==> src/hw/eth_tx_pkg.sv <==
package eth_tx_pkg;

	typedef logic [7:0]  byte_t;
	typedef logic [47:0] mac_t;
	typedef logic [31:0] ip_t;
	typedef logic [15:0] port_t;
	typedef logic [10:0] len_t; // byte count, up to 2047

	typedef struct packed {
		mac_t  mac;
		ip_t   ip;
		port_t port;
	} peer_t;

	typedef struct packed {
		mac_t  mac;
		ip_t   ip;
		port_t port; // udp source port
	} local_cfg_t;

	typedef struct packed {
		peer_t peer;
		len_t  len; // payload bytes already in the fifo
	} udp_desc_t;

	typedef enum logic {kind_arp, kind_udp} frame_kind_t;

	typedef struct packed {
		frame_kind_t kind;
		peer_t       peer;
		len_t        len;
	} tx_job_t;

	typedef struct packed {
		logic  valid;
		logic  startofpacket;
		logic  endofpacket;
		byte_t data;
	} st_tx_t;

	localparam logic [15:0] ethertype_arp  = 16'h0806;
	localparam logic [15:0] ethertype_ipv4 = 16'h0800;

	localparam logic [15:0] arp_htype_eth  = 16'h0001;
	localparam byte_t       arp_hlen       = 8'd6;
	localparam byte_t       arp_plen       = 8'd4;
	localparam logic [15:0] arp_oper_reply = 16'h0002;

	localparam len_t  arp_body_len = 11'd28;
	localparam len_t  ip_hdr_len   = 11'd20;
	localparam len_t  udp_hdr_len  = 11'd8;
	localparam len_t  eth_hdr_len  = 11'd14;
	localparam byte_t ip_ver_ihl   = 8'h45; // version 4, five words
	localparam byte_t ip_ttl       = 8'd64;
	localparam byte_t ip_proto_udp = 8'd17;

endpackage
==> src/hw/ipv4_udp_encoder.sv <==
module ipv4_udp_encoder (
	input  logic                   tx_xcvr_clk,
	input  logic                   arst_n,
	input  eth_tx_pkg::tx_job_t    job,
	input  eth_tx_pkg::local_cfg_t local_cfg,
	input  eth_tx_pkg::len_t       body_pos,
	input  logic                   body_adv,
	input  eth_tx_pkg::byte_t      payload_q,
	output logic                   payload_rd,
	output eth_tx_pkg::byte_t      ip_byte
);
	import eth_tx_pkg::*;

	localparam len_t hdrs_len = ip_hdr_len + udp_hdr_len; // payload starts here

	len_t         ip_total;
	len_t         udp_len;
	logic [159:0] ip_hdr_nock; // checksum field zero
	logic [63:0]  udp_hdr;
	logic [223:0] hdr_word;
	logic [19:0]  csum_acc;
	logic [16:0]  csum_fold;
	logic [15:0]  csum_next;
	logic [15:0]  hdr_csum;
	int           sel;

	assign ip_total = hdrs_len + job.len;
	assign udp_len  = udp_hdr_len + job.len;

	assign ip_hdr_nock = {ip_ver_ihl, 8'h00, 16'(ip_total), 16'h0000, 16'h0000,
		ip_ttl, ip_proto_udp, 16'h0000, local_cfg.ip, job.peer.ip};
	assign udp_hdr = {local_cfg.port, job.peer.port, 16'(udp_len), 16'h0000}; // no udp checksum
	assign hdr_word = {ip_hdr_nock[159:80], hdr_csum, ip_hdr_nock[63:0], udp_hdr};

	// ones' complement sum of the ten header words, folded twice
	always_comb
	begin
		csum_acc = '0;
		for (int i = 0; i < 10; i++)
			csum_acc = csum_acc + 20'(ip_hdr_nock[16 * i +: 16]);
		csum_fold = 17'(csum_acc[15:0]) + 17'(csum_acc[19:16]);
		csum_next = ~(csum_fold[15:0] + 16'(csum_fold[16]));
	end

	// job is stable through the ethernet header, so the sum is settled here
	always_ff @(posedge tx_xcvr_clk or negedge arst_n)
	begin
		if (!arst_n)
			hdr_csum <= '0;
		else if (body_pos == '0)
			hdr_csum <= csum_next;
	end

	always_comb
	begin
		sel     = int'(body_pos[4:0]);
		ip_byte = payload_q; // show-ahead head of the fifo
		if (body_pos < hdrs_len)
			ip_byte = hdr_word[8 * (int'(hdrs_len) - 1 - sel) +: 8];
	end

	assign payload_rd = body_adv && (job.kind == kind_udp) && (body_pos >= hdrs_len);

endmodule

==> config.mk <==
export PLATFORM = sky130hd
export DESIGN_NAME = ipv4_udp_encoder
export DESIGN_NICKNAME = d
export VERILOG_FILES = /design/src/hw/eth_tx_pkg.sv /design/src/hw/ipv4_udp_encoder.sv
export SDC_FILE = /design/constraint.sdc
export NUM_CORES = 1
export LEC_CHECK = 0
export BUFFER_PORTS_ARGS = -buffer_cell sky130_fd_sc_hd__buf_2
export CELL_PAD_IN_SITES_DETAIL_PLACEMENT = 0
export CELL_PAD_IN_SITES_GLOBAL_PLACEMENT = 2
export CORE_MARGIN = 2
export CORE_UTILIZATION = 26
export DETAILED_ROUTE_END_ITERATION = 7
export PLACE_DENSITY_LB_ADDON = 0.3
export SKIP_CTS_REPAIR_TIMING = 1
export SLEW_MARGIN = 25
export SYNTH_ARGS = -nofsm -noshare
export SYNTH_HDL_FRONTEND = slang
export SYNTH_SLANG_ARGS = --single-unit
==> constraint.sdc <==
create_clock -name tx_xcvr_clk -period 2.9 [get_ports tx_xcvr_clk]
set_input_delay 0.29 -clock tx_xcvr_clk [delete_from_list [all_inputs] [get_ports tx_xcvr_clk]]
set_output_delay 0.29 -clock tx_xcvr_clk [all_outputs]
set_load 0.02 [all_outputs]
# [Word-level counts from Yosys, hierarchy flattened]
# Index checks and enable logic that the tools add are counted.
[classes] order_cmp=2 n_reduce_logical=3 addsub=11 shift=1 bitwise=1 mux=1
[op_table] op="variable part select 224 x 9 -> 8 bit" count=1
[op_table] op="adder 19 x 15 -> 20 bit (second input constant)" count=1
[op_table] op="adder 20 x 11 -> 20 bit" count=1
[op_table] op="adder 20 x 15 -> 20 bit (second input constant)" count=1
[op_table] op="adder 18 x 16 -> 19 bit" count=1
[op_table] op="adder 17 x 16 -> 18 bit" count=1
[op_table] op="adder 16 x 16 -> 17 bit" count=1
[op_table] op="adder 16 x 4 -> 17 bit" count=1
[op_table] op="adder 16 x 1 -> 16 bit" count=1
[op_table] op="NOT 16 bit" count=1
[op_table] op="adder 4 x 11 -> 11 bit (first input constant)" count=1
[op_table] op="adder 5 x 11 -> 11 bit (first input constant)" count=1
[op_table] op="greater-or-equal comparator 11 x 5 -> 1 bit (second input constant)" count=1
[op_table] op="zero test 11 bit" count=1
[op_table] op="< comparator 11 x 5 -> 1 bit (second input constant)" count=1
[op_table] op="2-to-1 mux 8 bit" count=1
[op_table] op="subtractor 5 x 5 -> 6 bit (first input constant)" count=1
[op_table] op="logical AND 1 bit" count=2
[totals] output_inout_bits=9 word_cells=20 in_bits=226 reg_bits=16

# [Longest topological paths before layout]
# Gate-level depths: netlist (run 1).
[depth] ltp_word=9 depth_mapped=40 depth_no_buf=40

# [Worst setup path after synthesis (run 1)]
# No wires, ideal clock.
[synth_path] kind="input -> register" start="input job[5] (netlist name)" end="register hdr_csum[15]" path_slack_ns=-4.883 path_buffers=1 setup_ns=0.131 t_required_ns=2.769 cell_stages=39 t_arrival_ns=7.652 cell_sequence="clkbuf_1 > and3_1 > nand2_1 > xor2_1 > fa_1 > inv_1 > fa_1 > inv_1 > fa_1 > inv_1 > ha_1 > or2_2 > a21oi_1 > a311oi_1 > a211oi_1 > o21ai_1 > a21o_1 > a21o_1 > [... 3 more ...] > fa_1 > nor2b_1 > o21bai_1 > nor2_1 > nand3_1 > nor4_2 > nand3_1 > nor2_1 > ha_1 > nor2b_1 > nand2_1 > nor2b_1 > o2111a_1 > o21ai_1 > a31o_4 > o41ai_2 > xnor2_1 > o21ai_1"
[synth_between] elab_chain_cells=6
[synth_lines] item="from (decl)" line_no="ipv4_udp_encoder.sv:4" text="input eth_tx_pkg::tx_job_t job,"
[synth_lines] item="adder 5 x 11 -> 11 bit" line_no="ipv4_udp_encoder.sv:27" text="assign ip_total = hdrs_len + job.len;"
[synth_lines] item="adder 20 x 11 -> 20 bit" line_no="ipv4_udp_encoder.sv:40" text="csum_acc = csum_acc + 20'(ip_hdr_nock[16 * i +: 16]);"
[synth_lines] item="adder 20 x 15 -> 20 bit" line_no="ipv4_udp_encoder.sv:40"
[synth_lines] item="adder 16 x 4 -> 17 bit" line_no="ipv4_udp_encoder.sv:41" text="csum_fold = 17'(csum_acc[15:0]) + 17'(csum_acc[19:16]);"
[synth_lines] item="adder 16 x 1 -> 16 bit" line_no="ipv4_udp_encoder.sv:42" text="csum_next = ~(csum_fold[15:0] + 16'(csum_fold[16]));"
[synth_lines] item="NOT 16 bit" line_no="ipv4_udp_encoder.sv:42"
[synth_lines] item="to (signal assigned)" line_no="ipv4_udp_encoder.sv:51" text="hdr_csum <= csum_next;"
[synth_lines] item="to (decl)" line_no="ipv4_udp_encoder.sv:24" text="logic [15:0] hdr_csum;"
# Every way passes these cells.
# A chain may end at the register's enable or synchronous reset.

# [Final worst setup path (run 1)]
[layout_path] start="input job[3] (netlist name)" end="register hdr_csum[15]"
# Same word-level chain as after synthesis.

==> summary.txt, run 1 <==
Status - complete, but fails checks
Failing checks - setup timing
Clk_lat worst skew - 240 ps
Synth warn - 0
Reg clk slew, reported paths - 50 ps
RSZ-0062 raised after global routing - true
Register area - 400 um^2
Final Critical Period - 7180 ps
Starting Density - 0.265
Post-synthesis sequential area ratio - 0.0780
Count leader, synth - inv_1
Crit path DAT - 7310 ps
Final Cell Area - 7940 um^2
Initial antenna violation count - 0
Dpl hpwl - 17200 um
PortBufs - 138
Fillcell total - 2063
Antenna-violating nets left - 0
Biggest register - hdr_csum
Tightest Pin Transition - 711 ps
Fraction of layout cells with a size suffix above 1 - 0.454
Fin crit share - 2.48
Routed WL - 19900 um
Fin. max-slew vios - 0
Critical path's slowest cell - fa_1
Post-synth EDFFs - 0
Final Hold Fails - 0
Syn Nets - 955
Power Dens Cells - 1010 nW/um^2
Yosys top cell by area - fa_1
# diodes - 0
Die H - 144 um
Gr usage total - 0.188
Hold Crit Class - reg2reg
Cts bufs inserted - 3
WS Path Type - in2reg
Rows - 51
Syn-to-layout area delta - 54.8%
Area after DPL - 7300 um^2
Post-route DRC - 0
Worst path max stage delay - 550 ps
Final Skew - 0 ps
MaxCap Viol Count - 0
Post-synth top area share - 0.172
Die outline area - 20900 um^2
GRT Residual Overflow - 0
CTS tree - built
Die Width - 144 um
Worst setup EP type - flip-flop
Area of the multi-input gates - 4680 um^2
Worst-path maximum fanout - 5
Post-synth ARST share - 1.00
Largest net degree at the start of global routing - 40
Max Fclk - 139 MHz
Initial DRC Count - 214
Routed length per placed instance - 16.8 um
Iteration count of the initial detailed-routing pass - 4
Critical Path Source Type - input pin
Drt via density - 4.75
Setup ws final - -4280 ps
Mapped cell area - 5130 um^2
H-Tree Level Count - 1
Top post-synthesis cells by area - fa_1 (17%), ha_1 (11%), inv_1 (8.9%), mux4_2 (7.9%), dfrtp_1 (7.8%)
Min Hold Slack - 475 ps
Slew headroom - 0.522
Synthesized instance count - 641
Most frequent cells after synthesis - inv_1 (122), nand2_1 (54), fa_1 (44), ha_1 (44), o21ai_0 (41)
Vias in the first global route - 5851
Util after Layout - 0.409
Largest register FFs - 16
Primary FF master, synth - dfrtp_1
Core ar. - 19400 um^2
Worst path required time - 3030 ps
Final #Nets - 1232
Avg Cell Area, Syn - 8.00 um^2
Max Buffers Root-to-Sink - 2
Worst VDD drop - 0.000576 V
Clock sink count - 16
Biggest regs - hdr_csum: 16 flops
First-pass GRT wire length - 30700 um
GPL Wtd Cong - 0.927
Final setup viols - 16
Clk root buf - clkbuf_16
Top-level port count - 235
P_leak - 3.97 nW
Netlist cell types - 70
Synth Register Bits - 16
Vias - 5617
==> cells by family after synthesis <==
kind of cell / Yosys count / synth area share
XOR/XNOR: 46 / 0.0800
AND/OR/NAND/NOR: 153 / 0.145
AO/OA/AOI/OAI: 152 / 0.190
buffers and inverters: 150 / 0.112
adder cells (fa/ha/maj): 88 / 0.279
flip-flops: 16 / 0.0780
multiplexers: 36 / 0.116
==> worst paths after layout <==
path                                                from                       end  slack, ps  cells past startpoint
worst max-delay path                              job[3]  hdr_csum[15]$_DFFE_PN0N_      -4280                     39
worst min-delay path            hdr_csum[13]$_DFFE_PN0N_  hdr_csum[13]$_DFFE_PN0N_        470                      2
worst max register to register   hdr_csum[8]$_DFFE_PN0N_   hdr_csum[8]$_DFFE_PN0N_       2150                      1
worst min register to register  hdr_csum[13]$_DFFE_PN0N_  hdr_csum[13]$_DFFE_PN0N_        470                      2
max in group asynchronous                         arst_n  hdr_csum[10]$_DFFE_PN0N_       2150                      2
min in group asynchronous                         arst_n   hdr_csum[6]$_DFFE_PN0N_        490                      2
==> metrics by stage <==
| stage | total power (W) | instances | setup slack [ps] | setup TNS [ps] |
|---|---|---|---|---|
| after floorplan | 0.00369 | 641 | -4260 | -59490 |
| after global placement | 0.00682 | 1167 | -4620 | -67910 |
| after detailed placement | 0.00686 | 1167 | -4870 | -71580 |
| after CTS | 0.00720 | 1171 | -4670 | -68310 |
| after global routing | 0.00866 | 1182 | -4670 | -67380 |
| final | 0.00802 | 1182 | -4280 | -61790 |
==> worst max-delay path: cells and delay by family <==
kind                       cells  cell delay [ps]
buffers and inverters          6              330
xor gates and xnor gates       3              480
AOI/OAI and AO/OA             12             2080
and+or+nand+nor               10             1460
adders and majority gates      8             2660
==> placed cells by master (no fill, tap or decap), drive strengths merged, types with 3 or more instances in the layout <==
| cell type | n |
|---|---|
| nor3 | 13 |
| nand2b | 5 |
| a21o | 11 |
| inv | 122 |
| o22ai | 8 |
| xor2 | 23 |
| mux2 | 6 |
| a21oi | 38 |
| a31oi | 9 |
| and3 | 3 |
| buf | 299 |
| o211ai | 4 |
| nand4 | 6 |
| o21ai | 48 |
| clkbuf | 4 |
| mux2i | 12 |
| a211oi | 4 |
| nand2 | 54 |
| nor4 | 4 |
| fa | 44 |
| or2 | 4 |
| nand3 | 15 |
| dfrtp | 16 |
| nor2b | 5 |
| or3 | 5 |
| nor2 | 30 |
| a22oi | 3 |
| mux4 | 18 |
| xnor2 | 23 |
| ha | 44 |
==> where the power goes <==
part | internal [W] | switching, W | leakage, nW | total [W]
clock network | 0.000210 | 0.0000870 | 0.0442 | 0.000297
registers | 0.000237 | 0.00000695 | 0.223 | 0.000244
logic | 0.00366 | 0.00382 | 3.71 | 0.00748
total | 0.00410 | 0.00391 | 3.97 | 0.00802
==> metal layers <==
metal / track usage / up-vias / part of all wire
met2: 0.320 / 154 / 0.47
met5: 0 / - / 0
met3: 0.0132 / 26 / 0.043
li1: - / 2732 / -
met4: 0.0583 / 0 / 0.030
met1: 0.256 / 2705 / 0.45
==> cell type report <==
cell class                      count  share of cell area
Sequential cell                    16              0.0504
Clock buffer                        4              0.0112
Tap cell                          265              0.0418
Timing Repair Buffer              300               0.248
Inverter                          122              0.0592
Multi-Input combinational cell    475               0.589
Power figures use the tool's default switching activity.
==> run 2, diff against run 1 <==
--- a/config.mk
+++ b/config.mk
@@ -12,7 +12,6 @@
 export CORE_UTILIZATION = 26
 export DETAILED_ROUTE_END_ITERATION = 7
 export PLACE_DENSITY_LB_ADDON = 0.3
-export SKIP_CTS_REPAIR_TIMING = 1
 export SLEW_MARGIN = 25
 export SYNTH_ARGS = -nofsm -noshare
 export SYNTH_HDL_FRONTEND = slang
==> run 2 against run 1 <==
  * The flow still finishes with violations (setup timing)
  * Clock skew unchanged
  * Global-route usage grew 0.43 points
  * Clock power is essentially flat
  * Wire length about the same
  * Die area is the same
  * Cell count increased by 1.3%
  * Non-clock buffer count increased by 15
  * Power is 0.44% lower
  * Design area shrank 0.36%
  * Sequential power hardly changed
  * Sequential cell count unchanged
  * Worst setup slack improved by 130 ps
==> summary.txt, run 2 (synthesized netlist as in run 1, its figures left out) <==
Routed WL - 19900 um (about the same)
Gr usage total - 0.193 (+0.00431)
Die Width - 144 um (unchanged)
Final Hold Fails - 0 (unchanged)
Pre-CTS setup slack - -4870 ps (unchanged)
Clock sink count - 16 (unchanged)
Reg clk slew, reported paths - 50 ps (about the same)
Initial DRC Count - 200 (-6.5%)
Drt via density - 4.74 (-0.32%)
Worst setup EP type - flip-flop
Power Dens Cells - 1010 nW/um^2 (about the same)
Largest net degree at the start of global routing - 40 (unchanged)
Reg power frac - 0.031 (about the same)
Clock power frac - 0.037 (about the same)
Net Switching - 0.00385 W (-1.5%)
Setup ws final - -4150 ps (+131 ps)
Combinational fraction of design power - 0.932 (about the same)
Syn-to-layout area delta - 54.2%
Tightest Pin Transition - 709 ps (-2.48 ps)
Leading cell type in the layout, fill and taps excluded - buf_4
RSZ-0062 raised after global routing - true
Worst VDD drop - 0.000616 V (+7.0%)
Slew headroom - 0.524 (+0.00167)
Util after Layout - 0.408 (-0.00148)
Vias in the first global route - 6027 (+3.0%)
Hold Crit Class - reg2reg
P_leak - 4.03 nW (+1.4%)
Switching portion of total power - 0.483 (-0.00537)
Dpl hpwl - 17200 um (unchanged)
PortBufs - 138 (unchanged)
Rows - 51 (unchanged)
Worst-path maximum fanout - 3 (-2)
Die outline area - 20900 um^2 (unchanged)
Fillcell total - 2052 (-0.53%)
Fin crit share - 2.43 (-0.0450)
Core ar. - 19400 um^2 (unchanged)
Max Buffers Root-to-Sink - 2 (unchanged)
Max Fclk - 142 MHz (+1.9%)
Final #Nets - 1247 (+1.2%)
Initial antenna violation count - 0 (unchanged)
Top-level port count - 235 (unchanged)
Iteration count of the initial detailed-routing pass - 4 (unchanged)
Clk_lat worst skew - 240 ps (about the same)
Final Critical Period - 7050 ps (-131 ps)
Final setup viols - 16 (unchanged)
Pint - 0.00413 W (+0.61%)
GRT Residual Overflow - 0 (unchanged)
WS Path Type - in2reg
Status - complete, but fails checks
Fin. max-slew vios - 0 (unchanged)
Antenna-violating nets left - 0 (unchanged)
Worst path required time - 3030 ps (about the same)
Fraction of layout cells with a size suffix above 1 - 0.443 (-0.0105)
Critical Path Source Type - input pin
Worst path max stage delay - 500 ps (-50 ps)
Biggest register - hdr_csum
CTS tree - built
First-pass GRT wire length - 31400 um (+2.2%)
CP most frequent cell - buf_4
MaxCap Viol Count - 0 (unchanged)
Cts bufs inserted - 3 (unchanged)
Starting Density - 0.265 (unchanged)
Failing checks - setup timing
Post-Layout Cell Count - 1197 (+1.3%)
Routed length per placed instance - 16.6 um (-1.2%)
GPL Wtd Cong - 0.927 (unchanged)
Placed Cells - 1167 (unchanged)
Die H - 144 um (unchanged)
Largest register FFs - 16 (unchanged)
Biggest regs - hdr_csum: 16 flops
Most frequent cells in the layout - buf_4 (175), buf_2 (135), inv_1 (117)
Vias - 5670 (+0.94%)
# diodes - 0 (unchanged)
Crit path DAT - 7180 ps (-130 ps)
Clk root buf - clkbuf_16
Final Skew - 0 ps (unchanged)
Critical path's slowest cell - fa_1
Post-route DRC - 0 (unchanged)
H-Tree Level Count - 1 (unchanged)
-- run 2: cell types whose count changed in the layout (fill, tap and decap cells not counted), sizes merged --
cell	change
buf	+15
-- run 2: worst max-delay path: cells and delay by family --
family,cells,cell delay [ps]
adder cells (fa/ha/maj),7,2450
AO/OA/AOI/OAI,9,1480
buffers and inverters,15,1190
AND/OR/NAND/NOR,8,1030
XOR/XNOR,4,740
-- run 2: worst paths after layout --
check,endpoint,depth (start not counted),from,slack (ps)
max,hdr_csum[15]$_DFFE_PN0N_,43,job[3],-4150
min,hdr_csum[4]$_DFFE_PN0N_,2,hdr_csum[4]$_DFFE_PN0N_,470
max reg2reg,hdr_csum[8]$_DFFE_PN0N_,1,hdr_csum[8]$_DFFE_PN0N_,2150
min reg2reg,hdr_csum[4]$_DFFE_PN0N_,2,hdr_csum[4]$_DFFE_PN0N_,470
max in group asynchronous,hdr_csum[10]$_DFFE_PN0N_,2,arst_n,2150
min in group asynchronous,hdr_csum[6]$_DFFE_PN0N_,2,arst_n,490
-- run 2: repair_timing --
item | in CTS | in global routing
pin swaps | 32 | 21
endpoints found under the hold margin | 16 | 0
hold buffers | 1 | 0
endpoints found under the setup margin | 16 | 16
gates resized for setup | 47 | 12
setup buffers | 26 | 2
-- run 2: layout make-up --
type | count | area, um^2 | share of cell area
well taps | 265 | 332 | 0.0419
flip-flops and latches | 16 | 400 | 0.0506
clock buffers | 4 | 88.8 | 0.0112
inverters | 122 | 468 | 0.0591
repair buffers | 315 | 2060 | 0.260
multi-input cells | 475 | 4570 | 0.577
-- run 2: metal layers --
| layer | vias to the layer above | GRT usage | routed length, um |
|---|---|---|---|
| met5 | - | 0 | 0 |
| met4 | 0 | 0.0675 | 779 |
| met3 | 34 | 0.0113 | 901 |
| met2 | 165 | 0.328 | 9190 |
| met1 | 2713 | 0.260 | 9030 |
| li1 | 2758 | - | - |
-- run 2: stage by stage --
stage / hold WS (ps) / instance area, um^2 / power [W] / TNS (ps)
after global placement: 212 / 7300 / 0.00682 / -67910
after CTS: 479 / 7860 / 0.00776 / -62270
after global routing: 500 / 7910 / 0.00866 / -66410
final: 474 / 7910 / 0.00798 / -59700
after floorplan: -5.59 / 5280 / 0.00369 / -59490
after detailed placement: 223 / 7300 / 0.00686 / -71580
-- run 2: power by group through the flow --
stage | sequential (W) | clock (W) | combinational (W)
floorplan | 0.000245 | 0 | 0.00345
global placement | 0.000247 | 0 | 0.00657
detailed placement | 0.000248 | 0 | 0.00662
CTS | 0.000244 | 0.000303 | 0.00721
global route | 0.000245 | 0.000311 | 0.00810
finish | 0.000244 | 0.000297 | 0.00744
==> run 3, diff against run 2 <==
--- a/config.mk
+++ b/config.mk
@@ -11,7 +11,7 @@
 export CORE_MARGIN = 2
 export CORE_UTILIZATION = 26
 export DETAILED_ROUTE_END_ITERATION = 7
-export PLACE_DENSITY_LB_ADDON = 0.3
+export PLACE_DENSITY_LB_ADDON = 0.25
 export SLEW_MARGIN = 25
 export SYNTH_ARGS = -nofsm -noshare
 export SYNTH_HDL_FRONTEND = slang
==> run 3 against run 2 <==
  * The flow still finishes with violations (setup timing)
  * Clock skew unchanged
  * Fmax down 3.4%
  * Cell count up 1.3%
  * Sequential cell count unchanged
  * Worst setup slack worse by 250 ps
  * Utilization up 1.3 points
  * Wire length up 2.2%
  * Power up 4.4%
  * Sequential share of layout area down 0.15 points
  * Critical endpoint unchanged
  * Largest power group unchanged
==> summary.txt, run 3 (synthesized netlist as in run 1, its figures left out) <==
Final setup viols - 16 (unchanged)
Rows - 51 (unchanged)
Max Buffers Root-to-Sink - 2 (unchanged)
H-Tree Level Count - 1 (unchanged)
Placed Cells - 1172 (+0.43%)
Hold EP - hdr_csum[7]$_DFFE_PN0N_
# diodes - 0 (unchanged)
Tightest Pin Transition - 691 ps (-18.0 ps)
Final Hold Fails - 0 (unchanged)
Area of the multi-input gates - 4680 um^2 (+2.4%)
Slew headroom - 0.536 (+0.0121)
Dpl hpwl - 17500 um (+1.4%)
Critical Path Source Type - input pin
Final Cell Area - 8160 um^2 (+3.1%)
P_leak - 4.12 nW (+2.2%)
Clk_lat worst skew - 240 ps (about the same)
Worst R2R End - hdr_csum[8]$_DFFE_PN0N_
Cts bufs inserted - 3 (unchanged)
Clk root buf - clkbuf_16
Failing checks - setup timing
CTS tree - built
Worst VDD drop - 0.000626 V (+1.6%)
Post-Layout Cell Count - 1212 (+1.3%)
Die Width - 144 um (unchanged)
Hold_sp - hdr_csum[7]$_DFFE_PN0N_
Worst setup EP type - flip-flop
MaxCap Viol Count - 0 (unchanged)
Iteration count of the initial detailed-routing pass - 4 (unchanged)
Most frequent cells in the layout - buf_4 (183), buf_2 (135), inv_1 (113)
Register area - 400 um^2 (unchanged)
PortBufs - 138 (unchanged)
Antenna-violating nets left - 0 (unchanged)
GPL Wtd Cong - 0.933 (+0.68%)
R2R setup slack - 2140 ps (about the same)
GRT Residual Overflow - 0 (unchanged)
Pint - 0.00436 W (+5.5%)
Starting Density - 0.265 (unchanged)
Gr usage total - 0.196 (+0.00322)
Reg clk slew, reported paths - 50 ps (about the same)
Worst-path maximum fanout - 4 (+1)
Drt via density - 4.69 (-1.0%)
Core ar. - 19400 um^2 (unchanged)
Switching portion of total power - 0.477 (-0.00551)
WS Path Type - in2reg
Die outline area - 20900 um^2 (unchanged)
Final #Nets - 1262 (+1.2%)
Post-route DRC - 0 (unchanged)
Crit path DAT - 7420 ps (+240 ps)
Fin crit share - 2.52 (+0.0863)
Initial antenna violation count - 0 (unchanged)
Syn-to-layout area delta - 59.0%
Clock power frac - 0.035 (-0.002)
Routed wl met2 - 9930 um (+8.1%)
RSZ-0062 raised after global routing - true
Power Dens Cells - 1020 nW/um^2 (+1.3%)
Final Critical Period - 7300 ps (+250 ps)
Setup ws final - -4400 ps (-250 ps)
Biggest regs - hdr_csum: 16 flops
Leading cell type in the layout, fill and taps excluded - buf_4
Die H - 144 um (unchanged)
Reg2reg start - hdr_csum[8]$_DFFE_PN0N_
Largest net degree at the start of global routing - 46 (+15%)
Routed WL - 20300 um (+2.2%)
Net Switching - 0.00398 W (+3.2%)
Fraction of layout cells with a size suffix above 1 - 0.468 (+0.0247)
Top-level port count - 235 (unchanged)
CP most frequent cell - buf_4
Tot Pwr - 0.00833 W (+4.4%)
Vias - 5682 (+0.21%)
Worst path max stage delay - 510 ps (about the same)
Max Fclk - 137 MHz (-3.4%)
Reg power frac - 0.029 (-0.002)
WHS Path Cells - 2 (unchanged)
Fin. max-slew vios - 0 (unchanged)
Worst path required time - 3020 ps (about the same)
Hold Crit Class - reg2reg
First-pass GRT wire length - 31700 um (+0.95%)
Area after DPL - 7340 um^2 (+0.51%)
WL met3 - 697 um (-23%)
Status - complete, but fails checks
Largest register FFs - 16 (unchanged)
Initial DRC Count - 209 (+4.5%)
Critical path's slowest cell - fa_1
Combinational fraction of design power - 0.936 (+0.004)
Fillcell total - 2019 (-1.6%)
Highest metal used - met4
Biggest register - hdr_csum
Worst R2R Path Depth - 1 (unchanged)
Final Skew - 0 ps (unchanged)
Routed length per placed instance - 16.8 um (+0.95%)
Met1 wire length - 9050 um (+0.15%)
Clock sink count - 16 (unchanged)
Vias in the first global route - 6045 (+0.30%)
## run 3: changes by cell type in the layout (fill, tap and decap cells not counted), moves of 2 or more
cell and delta:
a21oi_4 +2, buf_4 +8, buf_6 +7, ha_4 +2
inv_1 -4, inv_2 +4, nor2b_2 +2, xor2_1 -2
## run 3: power groups by stage
stage	Sequential [W]	Combinational (W)	Clock, W
floorplan	0.000245	0.00345	0
detailed placement	0.000248	0.00656	0
finish	0.000244	0.00780	0.000292
CTS	0.000244	0.00728	0.000297
global placement	0.000248	0.00651	0
global route	0.000246	0.00843	0.000309
## run 3: what timing repair did
item / in CTS / in global routing
setup buffers: 33 / 11
hold buffers: 1 / 0
hold endpoints to repair: 16 / 0
pin swaps: 33 / 46
resized for setup: 54 / 31
endpoints found under the setup margin: 16 / 16
## run 3: layout make-up
| class | instances | share of cell area |
|---|---|---|
| repair buffers | 330 | 0.269 |
| flip-flops and latches | 16 | 0.0491 |
| well taps | 265 | 0.0406 |
| clock buffers | 4 | 0.0109 |
| multi-input cells | 475 | 0.573 |
| inverters | 122 | 0.0571 |
## run 3: critical path, delay by kind of cell
family | cells | cell delay (ps)
fa+ha+maj | 6 | 2030
buf+inv | 20 | 2070
xor+xnor | 3 | 520
simple gates | 8 | 1020
compound gates | 9 | 1480
## run 3: worst max path at each step
stage,start,end,slack [ps]
global route,job[3],hdr_csum[15]$_DFFE_PN0N_,-4760
floorplan,job[5],hdr_csum[15]$_DFFE_PN0N_,-4260
CTS,job[3],hdr_csum[15]$_DFFE_PN0N_,-4230
global placement,job[3],hdr_csum[15]$_DFFE_PN0N_,-4620
detailed placement,job[3],hdr_csum[15]$_DFFE_PN0N_,-4950
finish,job[3],hdr_csum[15]$_DFFE_PN0N_,-4400
## run 3: per-layer routing
layer	vias to the layer above	track usage
met5	-	0
met4	0	0.0598
met3	34	0.0119
met2	142	0.346
met1	2716	0.257
li1	2790	-
## run 3: metrics by stage
| step | utilization | hold WS [ps] | setup TNS, ps | setup WS, ps |
|---|---|---|---|---|
| after global routing | 0.421 | 496 | -69140 | -4760 |
| after CTS | 0.411 | 478 | -62720 | -4230 |
| after floorplan | - | -5.59 | -59490 | -4260 |
| after detailed placement | 0.378 | 231 | -72880 | -4950 |
| after global placement | 0.378 | 228 | -67900 | -4620 |
| final | 0.421 | 472 | -63760 | -4400 |
